## src/fetch_pkg.sv

```systemverilog
`default_nettype none

package fetch_pkg;

    // instruction and memory widths, fixed by rv32c and the line size
    localparam int ADDR_W   = 32;
    localparam int LINE_W   = 64;
    localparam int PARCEL_W = 16;
    localparam int INST_W   = 32;

    // bytes per memory line and the pc bits that index into it
    localparam int LINE_BYTES = LINE_W / 8;
    localparam int OFFSET_W   = $clog2(LINE_BYTES);

    // byte address of an instruction or a line
    typedef logic [ADDR_W-1:0]   addr_t;
    // one memory line, four halfword parcels
    typedef logic [LINE_W-1:0]   line_t;
    // one 16-bit instruction parcel
    typedef logic [PARCEL_W-1:0] parcel_t;
    // extracted instruction, compressed ones zero-extended
    typedef logic [INST_W-1:0]   inst_t;
    // byte offset of the pc inside a line
    typedef logic [OFFSET_W-1:0] offset_t;

    // addi x0, x0, 0
    localparam inst_t INST_NOP = 32'h0000_0013;

    // read controller states
    typedef enum logic [1:0] {
        IDLE,
        REFILL_WAIT,
        PREFETCH_WAIT,
        DRAIN
    } fetch_state_e;

endpackage

`default_nettype wire

```

## src/fetch_line_buffer.sv

```systemverilog
`timescale 1ns/10ps
`default_nettype none

module fetch_line_buffer (
    input  wire                     clk,
    input  wire                     rst,
    input  wire                     flush_i,
    input  wire  fetch_pkg::addr_t  pc_i,
    input  wire                     fill_lo_i,
    input  wire                     fill_hi_i,
    input  wire  fetch_pkg::addr_t  fill_base_i,
    input  wire  fetch_pkg::line_t  fill_data_i,
    output logic [63:0]             line0_o,
    output logic [63:0]             line1_o,
    output logic                    line1_valid_o,
    output logic [31:0]             base_o,
    output logic                    hit_o,
    output logic                    miss_o
);

    import fetch_pkg::*;

    // window storage, low line at base_q, high line right after it
    line_t line0_q;
    line_t line1_q;
    logic  line0_valid_q;
    logic  line1_valid_q;
    addr_t base_q;

    addr_t next_base;
    logic  in_lo;
    logic  in_hi;
    logic  shift_dn;

    // line address of the high half of the window
    assign next_base = base_q + addr_t'(LINE_BYTES);

    // compare line numbers only, offset bits ignored
    assign in_lo = pc_i[ADDR_W-1:OFFSET_W] == base_q[ADDR_W-1:OFFSET_W];
    assign in_hi = pc_i[ADDR_W-1:OFFSET_W] == next_base[ADDR_W-1:OFFSET_W];

    assign hit_o    = line0_valid_q && in_lo;
    // sequential walk into the high line, move it down
    assign shift_dn = line1_valid_q && in_hi && !hit_o;
    // nothing buffered for this pc, controller must refill
    assign miss_o   = !hit_o && !shift_dn;

    assign line0_o       = line0_q;
    assign line1_o       = line1_q;
    assign line1_valid_o = line1_valid_q;
    assign base_o        = base_q;

    // line payload
    always_ff @(posedge clk) begin
        if (fill_lo_i) begin
            line0_q <= fill_data_i;
        end else if (shift_dn) begin
            line0_q <= line1_q;
        end
        if (fill_hi_i) begin
            line1_q <= fill_data_i;
        end
    end

    // valid bits and base
    always_ff @(posedge clk or posedge rst) begin
        if (rst) begin
            line0_valid_q <= 1'b0;
            line1_valid_q <= 1'b0;
            base_q        <= '0;
        end else if (flush_i) begin
            // redirect, whole window is stale
            line0_valid_q <= 1'b0;
            line1_valid_q <= 1'b0;
        end else if (fill_lo_i) begin
            // new low line, old high line no longer follows it
            line0_valid_q <= 1'b1;
            line1_valid_q <= 1'b0;
            base_q        <= fill_base_i;
        end else if (shift_dn) begin
            // high line becomes low, high slot empty until prefetch
            base_q        <= next_base;
            line1_valid_q <= 1'b0;
        end else if (fill_hi_i) begin
            line1_valid_q <= 1'b1;
        end
    end

endmodule

`default_nettype wire

```

## src/fetch_ctrl.sv

```systemverilog
`timescale 1ns/10ps
`default_nettype none

module fetch_ctrl (
    input  wire                     clk,
    input  wire                     rst,
    input  wire                     flush_i,
    input  wire  fetch_pkg::addr_t  pc_i,
    input  wire                     miss_i,
    input  wire                     fill_want_hi_i,
    input  wire                     misaligned_i,
    input  wire                     mem_rvalid_i,
    input  wire  fetch_pkg::line_t  mem_rdata_i,
    input  wire  fetch_pkg::addr_t  base_i,
    output logic                    mem_req_o,
    output logic [31:0]             mem_addr_o,
    output logic                    fill_lo_o,
    output logic                    fill_hi_o,
    output logic [31:0]             fill_base_o
);

    import fetch_pkg::*;

    fetch_state_e state_q;

    addr_t pc_line;
    addr_t next_line;
    addr_t chain_line;
    logic  rsp_ok;
    logic  chain_pf;

    // line holding the pc
    assign pc_line    = {pc_i[ADDR_W-1:OFFSET_W], {OFFSET_W{1'b0}}};
    // line after the low line of the window
    assign next_line  = base_i + addr_t'(LINE_BYTES);
    // line after the one being read now
    assign chain_line = mem_addr_o + addr_t'(LINE_BYTES);

    // a response during a flush is already stale
    assign rsp_ok = mem_rvalid_i && !flush_i;

    // refill data holds a 32-bit start in its top parcel at the pc,
    // so the next line is needed straight away
    assign chain_pf = (&pc_i[OFFSET_W-1:1])
                   && (pc_line == mem_addr_o)
                   && (mem_rdata_i[LINE_W-PARCEL_W +: 2] == 2'b11);

    // fills are steered by the state the response arrives in
    assign fill_lo_o   = (state_q == REFILL_WAIT) && rsp_ok;
    assign fill_hi_o   = (state_q == PREFETCH_WAIT) && rsp_ok;
    // address of the outstanding read doubles as the new base
    assign fill_base_o = mem_addr_o;

    always_ff @(posedge clk or posedge rst) begin
        if (rst) begin
            state_q    <= IDLE;
            mem_req_o  <= 1'b0;
            mem_addr_o <= '0;
        end else begin
            // request is a single-cycle pulse
            mem_req_o <= 1'b0;
            case (state_q)
                IDLE: begin
                    // odd pc or redirect cycle, no decision
                    if (!flush_i && !misaligned_i) begin
                        if (miss_i) begin
                            mem_req_o  <= 1'b1;
                            mem_addr_o <= pc_line;
                            state_q    <= REFILL_WAIT;
                        end else if (fill_want_hi_i) begin
                            mem_req_o  <= 1'b1;
                            mem_addr_o <= next_line;
                            state_q    <= PREFETCH_WAIT;
                        end
                    end
                end
                REFILL_WAIT: begin
                    if (flush_i) begin
                        // response in this cycle is dropped, else drain it later
                        state_q <= mem_rvalid_i ? IDLE : DRAIN;
                    end else if (mem_rvalid_i) begin
                        if (chain_pf) begin
                            mem_req_o  <= 1'b1;
                            mem_addr_o <= chain_line;
                            state_q    <= PREFETCH_WAIT;
                        end else begin
                            state_q <= IDLE;
                        end
                    end
                end
                PREFETCH_WAIT: begin
                    if (flush_i) begin
                        state_q <= mem_rvalid_i ? IDLE : DRAIN;
                    end else if (mem_rvalid_i) begin
                        state_q <= IDLE;
                    end
                end
                DRAIN: begin
                    // swallow the stale response, no fill
                    if (mem_rvalid_i) begin
                        state_q <= IDLE;
                    end
                end
                default: begin
                    state_q <= IDLE;
                end
            endcase
        end
    end

endmodule

`default_nettype wire

```

## src/inst_aligner.sv

```systemverilog
`timescale 1ns/10ps
`default_nettype none

module inst_aligner (
    input  wire                     clk_unused_guard_n,
    input  wire  fetch_pkg::addr_t  pc_i,
    input  wire                     hit_i,
    input  wire  fetch_pkg::line_t  line0_i,
    input  wire  fetch_pkg::line_t  line1_i,
    input  wire                     line1_valid_i,
    output logic [31:0]             inst_o,
    output logic                    compressed_o,
    output logic                    stall_o,
    output logic                    fill_want_hi_o,
    output logic                    misaligned_o
);

    import fetch_pkg::*;

    offset_t off;
    parcel_t cur_parcel;
    parcel_t nxt_parcel;
    logic    is_comp;
    logic    spans;
    logic    leaves_lo;

    // byte offset of the pc in the low line
    assign off = pc_i[OFFSET_W-1:0];

    // parcel at the pc and the parcel right after it
    always_comb begin
        case (off[2:1])
            2'd0: begin
                cur_parcel = line0_i[15:0];
                nxt_parcel = line0_i[31:16];
            end
            2'd1: begin
                // 32-bit at offset 2 stays inside the low line
                cur_parcel = line0_i[31:16];
                nxt_parcel = line0_i[47:32];
            end
            2'd2: begin
                cur_parcel = line0_i[47:32];
                nxt_parcel = line0_i[63:48];
            end
            default: begin
                cur_parcel = line0_i[63:48];
                // upper half lives in the high line
                nxt_parcel = line1_i[15:0];
            end
        endcase
    end

    // rvc parcels never have both low bits set
    assign is_comp   = cur_parcel[1:0] != 2'b11;
    // 32-bit instruction crossing into the high line
    assign spans     = !is_comp && (off[2:1] == 2'b11);
    // next sequential pc falls into the high line
    assign leaves_lo = (off[2:1] == 2'b11) || (!is_comp && (off[2:1] == 2'b10));

    assign misaligned_o = pc_i[0];

    // odd pc is flagged and never stalled
    assign stall_o = !misaligned_o && (!hit_i || (spans && !line1_valid_i));

    // ask for the high line before the pc needs it
    assign fill_want_hi_o = hit_i && !line1_valid_i && leaves_lo;

    // nop while stalled or misaligned
    always_comb begin
        inst_o       = INST_NOP;
        compressed_o = 1'b0;
        if (!misaligned_o && !stall_o) begin
            compressed_o = is_comp;
            if (is_comp) begin
                inst_o = {16'h0000, cur_parcel};
            end else begin
                inst_o = {nxt_parcel, cur_parcel};
            end
        end
    end

endmodule

`default_nettype wire

```

## src/fetch_unit_top.sv

```systemverilog
`timescale 1ns/10ps
`default_nettype none

module fetch_unit_top (
    input  wire                     clk,
    input  wire                     rst,
    input  wire  fetch_pkg::addr_t  pc_i,
    input  wire                     flush_i,
    input  wire                     mem_rvalid_i,
    input  wire  fetch_pkg::line_t  mem_rdata_i,
    output logic [31:0]             inst_o,
    output logic                    compressed_o,
    output logic                    stall_o,
    output logic                    misaligned_o,
    output logic                    mem_req_o,
    output logic [31:0]             mem_addr_o
);

    import fetch_pkg::*;

    line_t line0;
    line_t line1;
    logic  line1_valid;
    addr_t base;
    logic  hit;
    logic  miss;
    logic  fill_lo;
    logic  fill_hi;
    addr_t fill_base;
    logic  fill_want_hi;

    fetch_line_buffer u_buf (
        .clk           (clk),
        .rst           (rst),
        .flush_i       (flush_i),
        .pc_i          (pc_i),
        .fill_lo_i     (fill_lo),
        .fill_hi_i     (fill_hi),
        .fill_base_i   (fill_base),
        .fill_data_i   (mem_rdata_i),
        .line0_o       (line0),
        .line1_o       (line1),
        .line1_valid_o (line1_valid),
        .base_o        (base),
        .hit_o         (hit),
        .miss_o        (miss)
    );

    fetch_ctrl u_ctrl (
        .clk            (clk),
        .rst            (rst),
        .flush_i        (flush_i),
        .pc_i           (pc_i),
        .miss_i         (miss),
        .fill_want_hi_i (fill_want_hi),
        .misaligned_i   (misaligned_o),
        .mem_rvalid_i   (mem_rvalid_i),
        .mem_rdata_i    (mem_rdata_i),
        .base_i         (base),
        .mem_req_o      (mem_req_o),
        .mem_addr_o     (mem_addr_o),
        .fill_lo_o      (fill_lo),
        .fill_hi_o      (fill_hi),
        .fill_base_o    (fill_base)
    );

    inst_aligner u_align (
        .clk_unused_guard_n (1'b1),
        .pc_i               (pc_i),
        .hit_i              (hit),
        .line0_i            (line0),
        .line1_i            (line1),
        .line1_valid_i      (line1_valid),
        .inst_o             (inst_o),
        .compressed_o       (compressed_o),
        .stall_o            (stall_o),
        .fill_want_hi_o     (fill_want_hi),
        .misaligned_o       (misaligned_o)
    );

endmodule

`default_nettype wire

```

## config.mk

```make
export PLATFORM = sky130hd
export DESIGN_NAME = fetch_unit_top
export DESIGN_NICKNAME = d
export VERILOG_FILES = /design/src/fetch_pkg.sv /design/src/fetch_line_buffer.sv /design/src/fetch_ctrl.sv /design/src/inst_aligner.sv /design/src/fetch_unit_top.sv
export SDC_FILE = /design/constraint.sdc
export NUM_CORES = 1
export LEC_CHECK = 0
export ABC_AREA = 1
export BUFFER_PORTS_ARGS = -buffer_cell sky130_fd_sc_hd__clkbuf_2
export CAP_MARGIN = 25
export CORE_MARGIN = 2
export CORE_UTILIZATION = 25
export DETAILED_ROUTE_END_ITERATION = 8
export HOLD_SLACK_MARGIN = 0.06
export PLACE_DENSITY = 0.38
export SYNTH_ARGS = -nofsm -noshare
export SYNTH_HDL_FRONTEND = slang
export SYNTH_HIERARCHICAL = 1
export SYNTH_SLANG_ARGS = --single-unit
export TNS_END_PERCENT = 10
```

## constraint.sdc

```tcl
create_clock -name clk -period 16.4 [get_ports clk]
set_input_delay 1.64 -clock clk [delete_from_list [all_inputs] [get_ports clk]]
set_output_delay 1.64 -clock clk [all_outputs]
set_load 0.1 [all_outputs]
```

==> reports/summary.txt <==
Path length in cells of the critical path - 7
Number of gates given a new drive strength after cts - 0
Setup repair after global routing missed its margin - false
Net Switching - 1.14 mW
CTS tree - built
Fraction of power consumed by combinational cells - 42.9%
Cell family contributing the most delay on the critical path - simple AND/OR/NAND/NOR gates
DRT Wirelength - 60700 um
Path class of the lowest-slack min-delay path - flip-flop to flip-flop
Clock period minus final worst setup slack - 6.24 ns
Syn_area_per_cell - 6.98 um^2
I/O Pins - 168
Sum of net half-perimeters after detailed placement - 45500 um
Full die area - 56000 um^2
Clock transition at the registers of the reported paths - 0.08 ns
Total vias in the final route - 13342
Timing startpoint of the critical path - pc_i[2]
Global route total overflow - 0
Post-Syn Nets - 2042
Placer congestion estimate - 0.906
Cell Rows - 85
Outcome - finished clean
Switching share of power - 52.2%
Wire length of the first global-routing pass - 87400 um
Arr. time, crit path - 4.60 ns
CTS H-Tree Depth - 4
Total chip power - 2.18 mW
Maximum vdd drop - 0.000121 V
Crit path max fanout - 38
Post-CTS setup buffer count - 0
Sum of negative setup slack - 0 ns
Buffers plus inverters on the worst setup path - 2
Width of the chip - 237 um
Cells after synthesis - 1939
Slowest stage delay, CP - 0.83 ns
Number of nets still failing antenna checks after routing - 0
Number of buffers added by the clock tree synthesis step - 17
Max Freq - 160 MHz
Layout cell share with drive strength beyond 1 - 12.5%
Clock Root Buffer - sky130_fd_sc_hd__clkbuf_16
Pin count of the biggest net entering global routing - 76
Number of antenna violations at the first check in global routing - 1
Type of the worst setup path - primary input to output pin
Starting utilization of the core area - 25.2%
Worst hold stages - 2
Via-per-instance ratio - 4.87
Worst hold start - u_buf/base_o[2]
Placed cell count - 2704
Fin Clk Skew - 0.0221 ns
Critical R2R Launch - u_buf/base_o[4]
Slew margin rel. - 32.2%
All-layer global routing usage - 21.6%
Sinks on Clock Net - 197
Cells on worst reg2reg path - 20
Layout net count - 2131
Residual DRC - 0
DR WL/cell - 22.2 um
Worst hold margin - 0.502 ns
Height of the die - 237 um
Max Cap Violations - 0
Critical path cell sequence - clkbuf_2 -> nor2_4 -> nand2_1 -> a21oi_4 -> nand3_1 -> nor2_1 -> clkbuf_2
Clock Latency Late Sink - 0.50 ns
Vias in the first global route - 12652
Most frequent standard cell in the layout excluding fill and tap cells - sky130_fd_sc_hd__nand2_1
Core Box Area - 53700 um^2
Crit path required time - 14.76 ns
Leak Pwr - 6.62 nW
Area Growth Syn to Fin - 13.0%
Finish-stage setup viols - 0
Cell with the biggest individual delay on the critical path - sky130_fd_sc_hd__nor2_4
Areal power density over the cells - 142 nW/um^2
Worst-Margin Slew - 1.02 ns
Worst-case register-to-register setup slack - 11.20 ns
Commonest cells after routing, fill and taps aside - sky130_fd_sc_hd__nand2_1 (778), sky130_fd_sc_hd__nand3_1 (179), sky130_fd_sc_hd__clkbuf_2 (167)
Critical Path Sink Type - output pin
Int Power - 1.04 mW
Fin cells - 2738
Number of slew-limit violations in the final report - 0
Startpoint class of the critical path - primary input
Number of DRC violations after detailed-routing iteration 0 - 1255
Port buffer count - 167
Most prevalent standard cell on the critical path - sky130_fd_sc_hd__clkbuf_2
Synthesized area - 13500 um^2
Count of yosys warnings during synthesis - 6
Sequential fraction of design power - 38.0%
Number of search-and-repair iterations in the first detailed-routing pass - 5
Final period util - 38.0%
Maximum buffer depth of the clock tree - 2
Clock network power share - 19.1%
Hold Fails Final Rpt - 0
Hold-fix buffers at CTS - 0
[area by class of cell]
cell class / count / area, um^2
fillers: 5935 / 38400
multi-input cells: 1466 / 6720
flip-flops and latches: 197 / 5570
repair buffers: 182 / 968
well taps: 696 / 871
inverters: 164 / 616
clock buffers: 19 / 433
clock inverters: 13 / 118
diodes: 1 / 2.50
[metal layers]
metal | track usage [%] | share of wire (%) | wire (um)
met1 | 32.5 | 50 | 30200
met2 | 32.1 | 43 | 26200
met3 | 3.07 | 5.5 | 3330
met4 | 5.29 | 1.5 | 940
met5 | 0 | 0 | 0
[power groups by stage]
| stage | logic, mW | registers [mW] | clock network (mW) |
|---|---|---|---|
| floorplan | 0.752 | 0.729 | 0 |
| global placement | 0.928 | 0.839 | 0 |
| detailed placement | 0.926 | 0.835 | 0 |
| CTS | 0.929 | 0.824 | 0.437 |
| global route | 1.01 | 0.843 | 0.451 |
| finish | 0.934 | 0.828 | 0.417 |
[metrics by stage]
step / utilization, % / worst slack, ns / instance area (um^2)
2_1_floorplan: - / 9.65 / 13500
3_5_place_dp: 27.4 / 9.70 / 14700
3_3_place_gp: 27.4 / 9.79 / 14700
6_report: 28.5 / 10.16 / 15300
4_1_cts: 28.4 / 9.70 / 15300
5_1_grt: 28.5 / 10.04 / 15300
[worst paths after layout]
kind                                           to
setup / recovery                       inst_o[17]
hold / removal              u_ctrl/fill_base_o[2]
setup reg to reg           u_ctrl/fill_base_o[13]
hold reg to reg             u_ctrl/fill_base_o[2]
max in group asynchronous        u_buf/base_o[17]
min in group asynchronous         u_buf/base_o[2]
[worst register-to-register path, stage by stage, from the launching register on]
cell	delay, ns
sky130_fd_sc_hd__dfrtp_1	0.63
sky130_fd_sc_hd__ha_1	0.29
sky130_fd_sc_hd__nand3_1	0.21
sky130_fd_sc_hd__nor2_1	0.46
sky130_fd_sc_hd__nand2_1	0.17
sky130_fd_sc_hd__clkinv_1	0.19
sky130_fd_sc_hd__nand2_1	0.07
sky130_fd_sc_hd__nand3b_1	0.09
sky130_fd_sc_hd__nand3_1	0.12
sky130_fd_sc_hd__nor2_1	0.25
sky130_fd_sc_hd__nand3_1	0.12
sky130_fd_sc_hd__nor2_1	0.11
sky130_fd_sc_hd__nand2_1	0.15
sky130_fd_sc_hd__inv_1	0.09
sky130_fd_sc_hd__nor2_1	0.05
sky130_fd_sc_hd__o21ai_0	0.49
sky130_fd_sc_hd__nor2_1	0.23
sky130_fd_sc_hd__inv_1	0.61
sky130_fd_sc_hd__nand2_4	0.45
sky130_fd_sc_hd__o21ai_1	0.26
sky130_fd_sc_hd__nand2_1	0.08
[state kept, by name, indices dropped and copies added, names as in the netlist]
name and flops:
u_buf/line0_o 64, u_buf/line1_o 64, u_buf/base_o 32, u_ctrl/fill_base_o 32, u_ctrl/state_q 2, u_buf/line0_valid_q 1, u_buf/line1_valid_o 1, u_ctrl/mem_req_o 1
Power figures use the tool's default switching activity.
